File: src/hw/cpu_macros.svh
// CPU core constants
`ifndef CPU_MACROS_SVH
`define CPU_MACROS_SVH

// Bus widths
`define CPU_DATA_W       8
`define CPU_ADDR_W       16

// Reset vector and status reset value (bit 5 always set)
`define CPU_RESET_LO     16'hFFFC
`define CPU_RESET_HI     16'hFFFD
`define CPU_P_RESET      8'h20

// Opcode field values for the absolute ALU group
`define CPU_FAMILY_ALU   2'b01
`define CPU_MODE_ABS     3'b011

// Flag instruction select bits
`define CPU_FI_W         3
`define CPU_FI_CLC       0
`define CPU_FI_SEC       1
`define CPU_FI_CLV       2

// ----------------------------------------
// Opcodes
// ----------------------------------------
`define OP_CLC           8'h18
`define OP_SEC           8'h38
`define OP_CLV           8'hB8
`define OP_NOP           8'hEA
`define OP_LDA_IMM       8'hA9
`define OP_LDX_IMM       8'hA2
`define OP_LDY_IMM       8'hA0
`define OP_JMP_ABS       8'h4C
`define OP_LDA_ABS       8'hAD
`define OP_LDX_ABS       8'hAE
`define OP_LDY_ABS       8'hAC
`define OP_STA_ABS       8'h8D
`define OP_STX_ABS       8'h8E
`define OP_STY_ABS       8'h8C
`define OP_ORA_ABS       8'h0D
`define OP_AND_ABS       8'h2D
`define OP_EOR_ABS       8'h4D
`define OP_ADC_ABS       8'h6D
`define OP_CMP_ABS       8'hCD
`define OP_SBC_ABS       8'hED

`endif

File: src/hw/cpu_pkg.sv
// CPU core types
`include "cpu_macros.svh"

package cpu_pkg;

  // ----------------------------------------
  // Opcode views
  // ----------------------------------------

  // Classic aaa-bbb-cc split of a 6502 opcode
  typedef struct packed {
    logic [2:0] group;
    logic [2:0] mode;
    logic [1:0] family;
  } opcode_fields_t;

  typedef union packed {
    logic [`CPU_DATA_W-1:0] raw;
    opcode_fields_t         f;
  } opcode_u;

  // ----------------------------------------
  // Decode results
  // ----------------------------------------
  typedef enum logic [2:0] {
    MODE_IMPLIED,
    MODE_IMMEDIATE,
    MODE_ABSOLUTE,
    MODE_JUMP,
    MODE_ILLEGAL
  } addr_mode_e;

  typedef enum logic [2:0] {
    ALU_ADD,
    ALU_SUB,
    ALU_AND,
    ALU_OR,
    ALU_XOR,
    ALU_PASS
  } alu_op_e;

  typedef enum logic [1:0] {
    DEST_NONE,
    DEST_A,
    DEST_X,
    DEST_Y
  } dest_e;

  // Bit positions in P
  typedef enum logic [2:0] {
    FLAG_C = 3'd0,
    FLAG_Z = 3'd1,
    FLAG_V = 3'd6,
    FLAG_N = 3'd7
  } flag_e;

  typedef enum logic [3:0] {
    RESET,
    VEC_LO,
    VEC_HI,
    FETCH,
    DECODE,
    ABS_LO,
    ABS_HI,
    ABS_DATA,
    HALT
  } seq_state_e;

endpackage

File: src/hw/cpu_decode.sv
// Instruction decoder
`include "cpu_macros.svh"

module cpu_decode import cpu_pkg::*; (
  input  opcode_u              ir,
  output addr_mode_e           mode,
  output alu_op_e              op,
  output dest_e                dest,
  output dest_e                src,
  output logic [`CPU_FI_W-1:0] sets_flags
);

  always_comb begin
    mode       = MODE_ILLEGAL;
    op         = ALU_PASS;
    dest       = DEST_NONE;
    src        = DEST_NONE;
    sets_flags = '0;

    if (ir.f.family == `CPU_FAMILY_ALU && ir.f.mode == `CPU_MODE_ABS) begin
      // Absolute ALU group, operation picked by aaa
      mode = MODE_ABSOLUTE;
      dest = DEST_A;
      case (ir.f.group)
        3'd0: op = ALU_OR;
        3'd1: op = ALU_AND;
        3'd2: op = ALU_XOR;
        3'd3: op = ALU_ADD;
        3'd4: begin
          dest = DEST_NONE;
          src  = DEST_A;
        end
        3'd5: op = ALU_PASS;
        3'd6: begin
          // CMP keeps A
          op   = ALU_SUB;
          dest = DEST_NONE;
        end
        default: op = ALU_SUB;
      endcase
    end else begin
      case (ir.raw)
        `OP_CLC: begin
          mode = MODE_IMPLIED;
          sets_flags[`CPU_FI_CLC] = 1'b1;
        end
        `OP_SEC: begin
          mode = MODE_IMPLIED;
          sets_flags[`CPU_FI_SEC] = 1'b1;
        end
        `OP_CLV: begin
          mode = MODE_IMPLIED;
          sets_flags[`CPU_FI_CLV] = 1'b1;
        end
        `OP_NOP:     mode = MODE_IMPLIED;
        `OP_JMP_ABS: mode = MODE_JUMP;
        `OP_LDX_IMM: begin
          mode = MODE_IMMEDIATE;
          dest = DEST_X;
        end
        `OP_LDY_IMM: begin
          mode = MODE_IMMEDIATE;
          dest = DEST_Y;
        end
        `OP_LDX_ABS: begin
          mode = MODE_ABSOLUTE;
          dest = DEST_X;
        end
        `OP_LDY_ABS: begin
          mode = MODE_ABSOLUTE;
          dest = DEST_Y;
        end
        `OP_STX_ABS: begin
          mode = MODE_ABSOLUTE;
          src  = DEST_X;
        end
        `OP_STY_ABS: begin
          mode = MODE_ABSOLUTE;
          src  = DEST_Y;
        end
        // LDA immediate sits outside the absolute group
        `OP_LDA_IMM: begin
          mode = MODE_IMMEDIATE;
          dest = DEST_A;
        end
        default: mode = MODE_ILLEGAL;
      endcase
    end
  end

endmodule

File: src/hw/cpu_sequencer.sv
// Cycle sequencer and bus control
`include "cpu_macros.svh"

module cpu_sequencer import cpu_pkg::*; (
  input  logic                  clk,
  input  logic                  resetn,
  input  logic [`CPU_DATA_W-1:0] rd_data,
  input  logic [`CPU_DATA_W-1:0] store_data,
  input  addr_mode_e            mode,
  input  logic [`CPU_FI_W-1:0]  sets_flags,
  input  dest_e                 src,
  output opcode_u               ir,
  output logic [`CPU_ADDR_W-1:0] address,
  output logic [`CPU_DATA_W-1:0] wr_data,
  output logic                  wr_enable,
  output logic                  sync,
  output logic                  commit
);

  seq_state_e             state;
  logic [`CPU_ADDR_W-1:0] pc;
  logic [`CPU_DATA_W-1:0] lo_q;
  logic [`CPU_DATA_W-1:0] ir_q;
  logic                   is_store;

  // Opcode arrives on rd_data during DECODE
  assign ir       = opcode_u'((state == DECODE) ? rd_data : ir_q);
  assign is_store = (mode == MODE_ABSOLUTE) && (src != DEST_NONE);
  assign wr_data  = store_data;

  // ----------------------------------------
  // Bus outputs
  // ----------------------------------------
  always_comb begin
    address   = pc;
    sync      = 1'b0;
    wr_enable = 1'b0;
    commit    = 1'b0;
    case (state)
      RESET:  address = `CPU_RESET_LO;
      VEC_LO: address = `CPU_RESET_HI;
      VEC_HI: begin
        // First opcode fetch straight from the vector
        address = {rd_data, lo_q};
        sync    = 1'b1;
      end
      FETCH: begin
        sync   = 1'b1;
        commit = (mode == MODE_IMMEDIATE);
      end
      DECODE: commit = (mode == MODE_IMPLIED) && (|sets_flags);
      ABS_HI: begin
        address   = {rd_data, lo_q};
        sync      = (mode == MODE_JUMP);
        wr_enable = is_store;
      end
      ABS_DATA: begin
        sync   = 1'b1;
        commit = 1'b1;
      end
      default: address = pc;
    endcase
  end

  // ----------------------------------------
  // State, PC and operand capture
  // ----------------------------------------
  always_ff @(posedge clk) begin
    if (!resetn) begin
      state <= RESET;
      ir_q  <= `OP_NOP;
    end else begin
      case (state)
        RESET:  state <= VEC_LO;
        VEC_LO: begin
          lo_q  <= rd_data;
          state <= VEC_HI;
        end
        VEC_HI: begin
          pc    <= {rd_data, lo_q} + 1'b1;
          state <= DECODE;
        end
        FETCH, ABS_DATA: begin
          pc    <= pc + 1'b1;
          state <= DECODE;
        end
        DECODE: begin
          ir_q <= rd_data;
          case (mode)
            MODE_IMPLIED: state <= FETCH;
            MODE_IMMEDIATE: begin
              pc    <= pc + 1'b1;
              state <= FETCH;
            end
            MODE_ABSOLUTE, MODE_JUMP: begin
              pc    <= pc + 1'b1;
              state <= ABS_LO;
            end
            default: state <= HALT;
          endcase
        end
        ABS_LO: begin
          lo_q  <= rd_data;
          pc    <= pc + 1'b1;
          state <= ABS_HI;
        end
        ABS_HI: begin
          if (mode == MODE_JUMP) begin
            // Target fetch happens in this cycle
            pc    <= {rd_data, lo_q} + 1'b1;
            state <= DECODE;
          end else if (is_store) begin
            state <= FETCH;
          end else begin
            state <= ABS_DATA;
          end
        end
        default: state <= HALT;
      endcase
    end
  end

endmodule

File: src/hw/cpu_alu.sv
// 8-bit ALU
`include "cpu_macros.svh"

module cpu_alu import cpu_pkg::*; (
  input  logic [`CPU_DATA_W-1:0] a,
  input  logic [`CPU_DATA_W-1:0] b,
  input  logic                  carry_in,
  input  alu_op_e               op,
  output logic [`CPU_DATA_W-1:0] y,
  output logic                  carry_out,
  output logic                  overflow
);

  localparam int MSB = `CPU_DATA_W - 1;

  logic [`CPU_DATA_W-1:0] b_eff;
  logic [`CPU_DATA_W:0]   sum;

  // Subtract is A + ~M + C
  assign b_eff = (op == ALU_SUB) ? ~b : b;
  assign sum   = {1'b0, a} + {1'b0, b_eff} + {{`CPU_DATA_W{1'b0}}, carry_in};

  always_comb begin
    y         = b;
    carry_out = carry_in;
    overflow  = 1'b0;
    case (op)
      ALU_ADD, ALU_SUB: begin
        y         = sum[MSB:0];
        carry_out = sum[`CPU_DATA_W];
        // Same input signs, different result sign
        overflow  = (a[MSB] == b_eff[MSB]) && (sum[MSB] != a[MSB]);
      end
      ALU_AND: y = a & b;
      ALU_OR:  y = a | b;
      ALU_XOR: y = a ^ b;
      default: y = b;
    endcase
  end

endmodule

File: src/hw/cpu_result.sv
// Register file and flag update
`include "cpu_macros.svh"

module cpu_result import cpu_pkg::*; (
  input  logic                  clk,
  input  logic                  resetn,
  input  logic                  commit,
  input  logic [`CPU_DATA_W-1:0] operand,
  input  alu_op_e               op,
  input  dest_e                 dest,
  input  dest_e                 src,
  input  logic [`CPU_FI_W-1:0]  sets_flags,
  output logic [`CPU_DATA_W-1:0] alu_a,
  output logic [`CPU_DATA_W-1:0] alu_b,
  output logic                  alu_carry_in,
  output logic [`CPU_DATA_W-1:0] store_data,
  input  logic [`CPU_DATA_W-1:0] alu_y,
  input  logic                  alu_carry,
  input  logic                  alu_overflow
);

  logic [`CPU_DATA_W-1:0] a_q;
  logic [`CPU_DATA_W-1:0] x_q;
  logic [`CPU_DATA_W-1:0] y_q;
  logic [`CPU_DATA_W-1:0] p_q;
  logic                   is_arith;
  logic                   is_cmp;

  assign is_arith = (op == ALU_ADD) || (op == ALU_SUB);
  assign is_cmp   = (op == ALU_SUB) && (dest == DEST_NONE);

  // CMP always subtracts with carry set
  assign alu_a        = a_q;
  assign alu_b        = operand;
  assign alu_carry_in = is_cmp ? 1'b1 : p_q[FLAG_C];

  always_comb begin
    case (src)
      DEST_X:  store_data = x_q;
      DEST_Y:  store_data = y_q;
      default: store_data = a_q;
    endcase
  end

  // ----------------------------------------
  // Commit
  // ----------------------------------------
  always_ff @(posedge clk) begin
    if (!resetn) begin
      a_q <= '0;
      x_q <= '0;
      y_q <= '0;
      p_q <= `CPU_P_RESET;
    end else if (commit) begin
      if (|sets_flags) begin
        if (sets_flags[`CPU_FI_CLC]) p_q[FLAG_C] <= 1'b0;
        if (sets_flags[`CPU_FI_SEC]) p_q[FLAG_C] <= 1'b1;
        if (sets_flags[`CPU_FI_CLV]) p_q[FLAG_V] <= 1'b0;
      end else begin
        case (dest)
          DEST_A:  a_q <= alu_y;
          DEST_X:  x_q <= alu_y;
          DEST_Y:  y_q <= alu_y;
          default: a_q <= a_q;
        endcase
        p_q[FLAG_N] <= alu_y[`CPU_DATA_W-1];
        p_q[FLAG_Z] <= ~|alu_y;
        if (is_arith) p_q[FLAG_C] <= alu_carry;
        // V only from ADC and SBC
        if (is_arith && !is_cmp) p_q[FLAG_V] <= alu_overflow;
      end
    end
  end

endmodule

File: src/hw/cpu_top.sv
// CPU core top level
`include "cpu_macros.svh"

module cpu_top import cpu_pkg::*; (
  input  logic                  clk,
  input  logic                  resetn,
  input  logic [`CPU_DATA_W-1:0] rd_data,
  output logic [`CPU_ADDR_W-1:0] address,
  output logic [`CPU_DATA_W-1:0] wr_data,
  output logic                  wr_enable,
  output logic                  sync
);

  opcode_u                ir;
  addr_mode_e             mode;
  alu_op_e                op;
  dest_e                  dest;
  dest_e                  src;
  logic [`CPU_FI_W-1:0]   sets_flags;
  logic                   commit;
  logic [`CPU_DATA_W-1:0] store_data;
  logic [`CPU_DATA_W-1:0] alu_a;
  logic [`CPU_DATA_W-1:0] alu_b;
  logic [`CPU_DATA_W-1:0] alu_y;
  logic                   alu_carry_in;
  logic                   alu_carry;
  logic                   alu_overflow;

  cpu_sequencer seq_i (
    .clk        (clk),
    .resetn     (resetn),
    .rd_data    (rd_data),
    .store_data (store_data),
    .mode       (mode),
    .sets_flags (sets_flags),
    .src        (src),
    .ir         (ir),
    .address    (address),
    .wr_data    (wr_data),
    .wr_enable  (wr_enable),
    .sync       (sync),
    .commit     (commit)
  );

  cpu_decode dec_i (
    .ir         (ir),
    .mode       (mode),
    .op         (op),
    .dest       (dest),
    .src        (src),
    .sets_flags (sets_flags)
  );

  cpu_alu alu_i (
    .a         (alu_a),
    .b         (alu_b),
    .carry_in  (alu_carry_in),
    .op        (op),
    .y         (alu_y),
    .carry_out (alu_carry),
    .overflow  (alu_overflow)
  );

  // Operand is whatever the memory returns in the commit cycle
  cpu_result res_i (
    .clk          (clk),
    .resetn       (resetn),
    .commit       (commit),
    .operand      (rd_data),
    .op           (op),
    .dest         (dest),
    .src          (src),
    .sets_flags   (sets_flags),
    .alu_a        (alu_a),
    .alu_b        (alu_b),
    .alu_carry_in (alu_carry_in),
    .store_data   (store_data),
    .alu_y        (alu_y),
    .alu_carry    (alu_carry),
    .alu_overflow (alu_overflow)
  );

endmodule

File: config.mk
export PLATFORM = sky130hd
export DESIGN_NAME = cpu_top
export DESIGN_NICKNAME = d
export VERILOG_FILES = /design/src/hw/cpu_pkg.sv /design/src/hw/cpu_decode.sv /design/src/hw/cpu_sequencer.sv /design/src/hw/cpu_alu.sv /design/src/hw/cpu_result.sv /design/src/hw/cpu_top.sv
export VERILOG_INCLUDE_DIRS = /design/src /design/src/hw
export SDC_FILE = /design/constraint.sdc
export NUM_CORES = 1
export LEC_CHECK = 0
export BUFFER_PORTS_ARGS = -buffer_cell sky130_fd_sc_hd__clkbuf_2
export CORE_MARGIN = 1
export CORE_UTILIZATION = 55
export DETAILED_ROUTE_END_ITERATION = 10
export PLACE_DENSITY = 0.72
export SKIP_LAST_GASP = 1
export SLEW_MARGIN = 15
export SYNTH_ARGS = -nofsm -noshare
export SYNTH_HDL_FRONTEND = slang
export SYNTH_SLANG_ARGS = --single-unit
File: constraint.sdc
create_clock -name clk -period 5.2 [get_ports clk]
set_clock_uncertainty 0.1 [all_clocks]
set_input_delay 0.52 -clock clk [delete_from_list [all_inputs] [get_ports clk]]
set_output_delay 0.52 -clock clk [all_outputs]
set_load 0.02 [all_outputs]
; Word-level counts from Yosys, hierarchy flattened
; Index checks and enable logic that the tools add are counted.
[totals]
ff_bits = 61
out_inout_bits = 26
[classes]
muxes = 35
n_eq_ne = 42
n_addsub = 4
n_reduce_logical = 35
bitwise_logic = 5
[ops]
columns = operator, count
row1 = "equality test 8 bit, second input constant", 9
row2 = one-hot mux 16 bit (4 select lines), 1
row3 = one-hot mux 16 bit (3 select lines), 1
row4 = "adder 16 x 1 -> 16 bit, second input constant", 2
row5 = 2-to-1 mux 16 bit, 2
row6 = one-hot mux 8 bit (4 select lines), 1
row7 = one-hot mux 4 bit (6 select lines), 1
row8 = "equality test 3 x 2 -> 1 bit, second input constant", 7
row9 = OR reduction 2 bit, 9
row10 = "equality test 4 x 3 -> 1 bit, second input constant", 4
row11 = 2-to-1 mux 8 bit, 2
row12 = one-hot mux 8 bit (2 select lines), 1
row13 = one-hot mux 3 bit (5 select lines), 1
row14 = OR reduction 3 bit, 5
row15 = "equality test 3 bit, second input constant", 4
row16 = 2-to-1 mux 1 bit, 12
row17 = 2-to-1 mux 3 bit, 4
row18 = one-hot mux 3 bit (4 select lines), 1
row19 = AND reduction 3 bit, 4
row20 = adder 8 x 8 -> 9 bit, 1
row21 = adder 9 x 1 -> 9 bit, 1
row22 = "equality test 3 x 1 -> 1 bit, second input constant", 3
row23 = zero test 3 bit, 3
row24 = bitwise AND 8 bit, 1
row25 = other kinds (30), 41

; Logic depth before layout (Yosys ltp)
; Gate-level depths: netlist of run 1.
[logic_depth]
depth_word = 13
depth_mapped = 17
mapped_depth_nobuf = 15

; By module
; Synthesis of run 1 repeated with hierarchy kept, for this count alone.
[hier_totals]
cells_unflattened = 603
hier_area_um2 = 5019.8
[by_module_without_submodules]
columns = module, seq_area_each_um2, cells_each, n_inst, area_each_um2
row1 = cpu_sequencer, 960.9, 263, 1, 2349.8
row2 = cpu_result, 500.5, 137, 1, 1236.2
row3 = cpu_alu, 0.0, 155, 1, 1094.8
row4 = cpu_decode, 0.0, 48, 1, 339.1

; Worst setup path after synthesis of run 1
; Ideal clock, no wire load.
[synth_path]
path_type = in2reg
from = in rd_data[7]
to = reg seq_i.pc[0], enable pin
setup_time_ns = 0.478
arrival_ns = 4.156
required_time_ns = 4.622
slack_ns = 0.467
stages = 7
path_cell_list = clkbuf_1 -> nor2b_1 -> nand4_1 -> nor2_1 -> or2_2 -> nor2_1 -> a2111oi_0
[synth_between]
elab_chain_len = 9
[synth_rtl]
columns = element, line
row1 = "start, declared", cpu_top.sv:7  ; input logic [`CPU_DATA_W-1:0] rd_data,
row2 = 2-to-1 mux 8 bit *, cpu_sequencer.sv:27  ; assign ir = opcode_u'((state == DECODE) ? rd_data : ir_q);
row3 = "equality test 8 bit, or another cell as far along", cpu_decode.sv:42  ; case (ir.raw)
row4 = OR reduction 4 bit (no source line) or OR reduction 3 bit (tied branches), --
row5 = one-hot mux 3 bit (4 select lines) *, cpu_decode.sv:42
row6 = 2-to-1 mux 3 bit *, cpu_decode.sv:20  ; if (ir.f.family == `CPU_FAMILY_ALU && ir.f.mode == `CPU_MODE_ABS) begin
row7 = "equality test 3 x 2 -> 1 bit, or another cell as far along", "cpu_sequencer.sv:89, cpu_sequencer.sv:108"
row8 = OR reduction 3 bit (no source line), --
row9 = != test 2 bit (no source line), --
row10 = AND reduction 4 bit (no source line) *, --
row11 = "end signal, assigned", cpu_sequencer.sv:92  ; pc <= pc + 1'b1;
row12 = "end signal, assigned", cpu_sequencer.sv:96  ; pc <= pc + 1'b1;
row13 = "end signal, assigned", cpu_sequencer.sv:110  ; pc <= {rd_data, lo_q} + 1'b1;
row14 = "end, declared", cpu_sequencer.sv:21  ; logic [`CPU_ADDR_W-1:0] pc;
; Mark *: on every way between the ends. The rest lies on a longest branch, timed or not.
; A chain may end at the register's enable or synchronous reset.

; Final worst setup path of run 1
[layout_path]
from = reg seq_i.state[1]
to = reg res_i.a_q[6] (netlist: res_i.alu_a[6])
[layout_between]
elab_chain_len = 11
[layout_rtl]
columns = element, line
row1 = "start, declared", cpu_sequencer.sv:20  ; seq_state_e state;
row2 = "start signal, assigned", cpu_sequencer.sv:70  ; state <= RESET;
row3 = "start signal, assigned", cpu_sequencer.sv:74  ; RESET: state <= VEC_LO;
row4 = "start signal, assigned", cpu_sequencer.sv:77  ; state <= VEC_HI;
row5 = equality test 4 x 3 -> 1 bit, "cpu_sequencer.sv:27, cpu_sequencer.sv:39"
row6 = 2-to-1 mux 8 bit, cpu_sequencer.sv:27
row7 = equality test 3 bit or equality test 8 bit (tied branches), "cpu_decode.sv:24, cpu_decode.sv:42"
row8 = OR reduction 2 bit (no source line), --
row9 = "one-hot mux 3 bit (5 select lines), or another cell as far along", cpu_decode.sv:24  ; case (ir.f.group)
row10 = 2-to-1 mux 3 bit or 2-to-1 mux 2 bit (tied branches), cpu_decode.sv:20
row11 = equality test 3 x 1 -> 1 bit or zero test 2 bit (tied branches), "cpu_alu.sv:20, cpu_alu.sv:27, cpu_result.sv:30"
row12 = 2-to-1 mux 8 bit or logical AND 1 bit (tied branches), "cpu_alu.sv:20, cpu_result.sv:30"
row13 = adder 8 x 8 -> 9 bit or 2-to-1 mux 1 bit (tied branches), "cpu_alu.sv:21, cpu_result.sv:35"
row14 = adder 9 x 1 -> 9 bit, cpu_alu.sv:21  ; assign sum = {1'b0, a} + {1'b0, b_eff} + {{`CPU_DATA_W{1'b0}}, carry_in};
row15 = one-hot mux 8 bit (4 select lines), cpu_alu.sv:27  ; case (op)
row16 = "end signal, assigned", cpu_result.sv:61  ; DEST_A: a_q <= alu_y;
row17 = "end signal, assigned", cpu_result.sv:64  ; default: a_q <= a_q;
row18 = "end, declared", cpu_result.sv:22  ; logic [`CPU_DATA_W-1:0] a_q;
; Parallel ways exist; a longest one is shown, timed or not.

==> results of run 1 <==
cells by family (layout without fill, tap and decap cells):
| group | Yosys count | in the layout |
|---|---|---|
| flip-flops | 61 | 61 |
| AO/OA/AOI/OAI | 126 | 126 |
| XOR/XNOR | 29 | 29 |
| multiplexers | 52 | 52 |
| buffers and inverters | 54 | 85 |
| AND/OR/NAND/NOR | 211 | 211 |
| adder cells (fa/ha/maj) | 26 | 26 |
cell usage in the layout (no fill, tap or decap), drive strengths merged, types with 7 or more instances in the layout:
| cell | n |
|---|---|
| a21oi | 38 |
| clkbuf | 48 |
| xor2 | 14 |
| o21ai | 14 |
| mux2i | 47 |
| dfxtp | 37 |
| nand2 | 86 |
| xnor2 | 15 |
| clkinv | 7 |
| nor2 | 41 |
| ha | 24 |
| nand4 | 11 |
| nor2b | 9 |
| o211ai | 13 |
| nand3 | 27 |
| inv | 23 |
| edfxtp | 24 |
final cells by class:
class                      count  area [µm²]
fill                         771        3140
multi-input combinational    444        3100
sequential                    61        1460
timing repair buffer          41         220
clock buffer                  13         170
tap                          105         131
inverter                      28         105
clock inverter                 3        17.5
critical path, cell delays in order (launching register included):
cell and delay, ps:
dfxtp_1 630, or4b_4 430, nand3_1 220, nand2_1 190, nand2_1 80, nor2_2 460, xnor2_1 210, fa_1 220
inv_1 60, fa_1 400, nor2b_1 200, o2111ai_1 150, a21oi_1 220, and3b_1 210, o31ai_1 440, mux2i_1 140
power breakdown:
part	leakage [nW]	switching [mW]	internal [mW]
combinational	1.39	0.271	0.146
clock	0.0946	0.198	0.214
sequential	0.519	0.0419	0.541
metal layers:
| layer | vias up | GRT usage | wire, µm |
|---|---|---|---|
| met1 | 2110 | 0.381 | 5690 |
| li1 | 2097 | - | - |
| met5 | - | 0 | 0 |
| met2 | 177 | 0.512 | 6100 |
| met3 | 39 | 0.0654 | 873 |
| met4 | 0 | 0.136 | 371 |
path summary, 6_finish.rpt:
check                 startpoint  slack [ps]  cells after the start              to
hold / removal      res_i.x_q[3]         370                      2    res_i.x_q[3]
setup / recovery  seq_i.state[1]         670                     15  res_i.alu_a[6]
hold reg to reg     res_i.x_q[3]         370                      2    res_i.x_q[3]
setup reg to reg  seq_i.state[1]         670                     15  res_i.alu_a[6]
registers in the layout (all words and copies together), names as in the netlist:
signal and count:
seq_i.ir_q 8, seq_i.pc 16, seq_i.lo_q 8, res_i.p_q 1, res_i.y_q 8, seq_i.state 4, res_i.alu_a 8, res_i.x_q 8
==> out/results.txt, run 1 <==
Num CTS Buffers: 9
Synth Area in Adders: 0.0710
global placement routability congestion: 0.991
Core ar.: 8340 µm²
first-iteration detailed-routing DRC count: 416
simple logic cell fraction of the synthesized area: 0.222
xor/xnor share of the synthesized area: 0.0530
fin nets: 621
worst hold slack: 368 ps
detailed placer's ending HPWL: 9580 µm
Seq/Total Area, Yosys: 0.305
count leader, synth: nand2_1
post-layout min period: 4530 ps
root cell of the clock tree: clkbuf_8
largest net degree at the start of global routing: 38
Avg WL per Cell: 18.8 µm
setup TNS: 0 ps
initial antenna violation count: 0
DR vias/cell: 6.36
critical path endpoint category: flop
area grow syn2layout: 8.59%
share of the synthesized area in the top cell type: 0.155
main combinational cell family by area after synthesis: simple AND/OR/NAND/NOR gates
Req. time, crit path: 5320 ps
Vias: 4423
worst-path maximum fanout: 20
TritonCTS clock tree: done
ys async rst share: 0
FMAX: 0.221 GHz
die area: 9090 µm²
H-tree levels: 3
post-route ant nets: 0
Slew Limit Fails: 0
Synth cell types: 79
Die Y: 95.4 µm
Horiz. Die Dim: 95.4 µm
number of global-route vias before repair: 4229
global-route wire length before repair: 21200 µm
number of synthesized flops with an enable pin: 24
Final Hold Viols: 0
post-cts sizing count: 0
Yosys top cell by area: dfxtp_1
Clock Latency Late Sink: 350 ps
Synth Net Count: 595
DRC viols: 0
CP arrival: 4650 ps
Post-CTS Setup Repair Bufs: 0
placed cell area: 5020 µm²
Ys Warns: 0
Pre-antenna DRT Iters: 5
kind of critical path: reg -> reg
I/O Buffers: 35
FF+latch count, synth: 61
clock sinks: 61
Final WS setup: 669 ps
Pwr Total: 1.41 mW
overall routing resource usage: 0.308
Hold Path Class: reg -> reg
pre-CTS setup slack: 821 ps
boundary pin count: 36
unrepaired setup endpoints after global routing: false
Total Wirelength: 13000 µm
Mapped Area: 4790 µm²
Diodes inserted: 0
Tightest Pin Transition: 954 ps
Clock Path Buffers: 2
Starting Density: 0.575
Power Density: 271 nW/µm²
Most used DFF post-synth: dfxtp_1
crit start category: flop
crit share post-route: 0.871
synth top area cells: dfxtp_1 15%, edfxtp_1 15%, mux2i_1 9.6%
post-synthesis mux area share: 0.113
Synth Area in Compound Gates: 0.187
outcome: completed
layout cells sized above 1: 0.131
num rows: 33
Max Cap Viol: 0
top cells by count, synth: 86 x nand2_1, 46 x mux2i_1, 39 x nor2_1, 38 x a21oi_1, 37 x dfxtp_1
DP Cell Count: 679
post-route cell area: 5200 µm²
cts hold-fix bufs: 0
Avg Cell Area, Syn: 8.57 µm²
Worst slew margin: 0.364
Gate Count Post-Synth: 559
Static Leak: 2.00 nW
maximum VDD drop: 0.000124 V
Clock Pin Slew Worst Setup and Hold Paths: 70 ps
Finished Core Util: 0.624
endpoints failing setup: 0
GRT overflow: 0
Finished Layout Cells: 695
Note: power is estimated with default switching activity, not from simulation.
==> run 2: changes to the inputs <==
--- a/config.mk
+++ b/config.mk
@@ -8,9 +8,9 @@
 export LEC_CHECK = 0
 export BUFFER_PORTS_ARGS = -buffer_cell sky130_fd_sc_hd__clkbuf_2
 export CORE_MARGIN = 1
-export CORE_UTILIZATION = 55
+export CORE_UTILIZATION = 61
 export DETAILED_ROUTE_END_ITERATION = 10
-export PLACE_DENSITY = 0.72
+export PLACE_DENSITY = 0.79
 export SKIP_LAST_GASP = 1
 export SLEW_MARGIN = 15
 export SYNTH_ARGS = -nofsm -noshare
==> run 2 against run 1 <==
Global-route usage up 2.2 points. Count of clock-buffer cells in the layout shrank 1. Flip-flop and latch count stayed put. Cell area down 0.34%. Total power down 1.8%. Non-clock buffer count unchanged. Utilization up 7.6 points. Die area fell by 9.6%. Cell count shrank 0.86%. Hold slack got worse by 6.5 ps. Critical path type unchanged. Largest power group unchanged.
==> out/results.txt, run 2 (same netlist as run 1, synthesis figures left out) <==
outcome: completed
post-layout min period: 4550 ps
commonest cells after routing, fill and taps aside: 86 x nand2_1, 46 x mux2i_1, 39 x nor2_1
I/O Buffers: 35
Req. time, crit path: 5310 ps
Horiz. Die Dim: 90.6 µm
Slew Limit Fails: 0
Max Cap Viol: 0
clock sinks: 61
DR vias/cell: 6.38
endpoints failing setup: 0
unrepaired setup endpoints after global routing: false
FMAX: 0.220 GHz
Num CTS Buffers: 9
global placement routability congestion: 0.976
critical path endpoint category: flop
layout cells sized above 1: 0.132
TritonCTS clock tree: done
Worst path slowest cell: a2111oi_0
largest net degree at the start of global routing: 38
max reg flops: 16
crit start category: flop
post-cts sizing count: 0
Vias: 4395
critical register-to-register path startpoint: seq_i.state[1]
cts hold-fix bufs: 0
Tightest Pin Transition: 986 ps
Diodes inserted: 0
Pre-antenna DRT Iters: 5
die area: 8220 µm²
maximum VDD drop: 0.000129 V
launch point of the worst path: seq_i.state[1]
Clock Path Buffers: 2
DRC viols: 0
filler instances: 620
Avg WL per Cell: 18.8 µm
Core ar.: 7410 µm²
leading cell type in the layout, fill and taps excluded: nand2_1
Finished Layout Cells: 689
area grow syn2layout: 8.22%
Worst slew margin: 0.326
Total Wirelength: 12900 µm
setup TNS: 0 ps
largest reg by FF count: seq_i.pc
biggest cell delay along the critical path: 730 ps
kind of critical path: reg -> reg
worst-path maximum fanout: 20
H-tree levels: 3
GRT overflow: 0
Power Density: 267 nW/µm²
root cell of the clock tree: clkbuf_8
Starting Density: 0.647
number of global-route vias before repair: 4265
crit share post-route: 0.875
post-route ant nets: 0
hold_sp: res_i.x_q[1]
Clock Pin Slew Worst Setup and Hold Paths: 70 ps
detailed placer's ending HPWL: 9540 µm
DP Cell Count: 673
CP arrival: 4660 ps
Hold Path Class: reg -> reg
num rows: 31
first-iteration detailed-routing DRC count: 392
Die Y: 90.6 µm
r2r worst-path depth: 13
fin nets: 621
Clock Latency Late Sink: 350 ps
Final Hold Viols: 0
Static Leak: 2.00 nW
overall routing resource usage: 0.330
boundary pin count: 36
global-route wire length before repair: 21500 µm
Post-CTS Setup Repair Bufs: 0
initial antenna violation count: 0
Worst Hold Depth: 2
critical-path cell list: or4b_4 -> nand3_1 -> nand2_1 -> nand2_1 -> nor2_2 -> xnor2_1 -> fa_1 -> a21o_1 -> a2111oi_0 -> xnor2_1 -> a22o_1 -> o221ai_1 -> mux2i_1
==> run 2: path summary, 6_finish.rpt <==
path                            slack (ps)      endpoint
worst max-delay path                   650  res_i.y_q[5]
worst min-delay path                   360  res_i.x_q[1]
worst max register to register         650  res_i.y_q[5]
worst min register to register         360  res_i.x_q[1]
==> run 2: metal layers <==
layer	wire, µm	GRT usage
met5	0	0
met4	326	0.120
met2	6080	0.550
met1	5510	0.421
met3	1020	0.0657
==> run 2: critical path: cells and delay by family (launching register included) <==
family	cells	cell delay, ps
compound gates	4	1410
xor+xnor	2	330
fa+ha+maj	1	440
flops	1	620
mux	1	120
simple gates	5	1380
==> run 2: where the power goes <==
| group | total, mW | internal (mW) | switching, mW |
|---|---|---|---|
| sequential | 0.582 | 0.541 | 0.0415 |
| combinational | 0.418 | 0.146 | 0.272 |
| clock | 0.386 | 0.197 | 0.190 |
==> run 2: through the flow <==
stage                      util  power, mW  hold WS (ps)  area [µm²]  setup slack [ps]
final                     0.700       1.39           362        5190               651
after global routing      0.700       1.46           379        5190               299
after CTS                 0.700       1.39           363        5190               677
after detailed placement  0.676       1.00           352        5010               717
after global placement    0.676      0.993           345        5010               982
after floorplan               -      0.896           338        4790               467
==> run 2: final cells by class <==
| type | count | area [µm²] | area share |
|---|---|---|---|
| Multi-Input combinational cell | 444 | 3100 | 0.597 |
| Sequential cell | 61 | 1460 | 0.282 |
| Timing Repair Buffer | 41 | 220 | 0.0425 |
| Clock buffer | 12 | 155 | 0.0299 |
| Tap cell | 99 | 124 | 0.0239 |
| Inverter | 28 | 105 | 0.0203 |
| Clock inverter | 4 | 22.5 | 0.00434 |
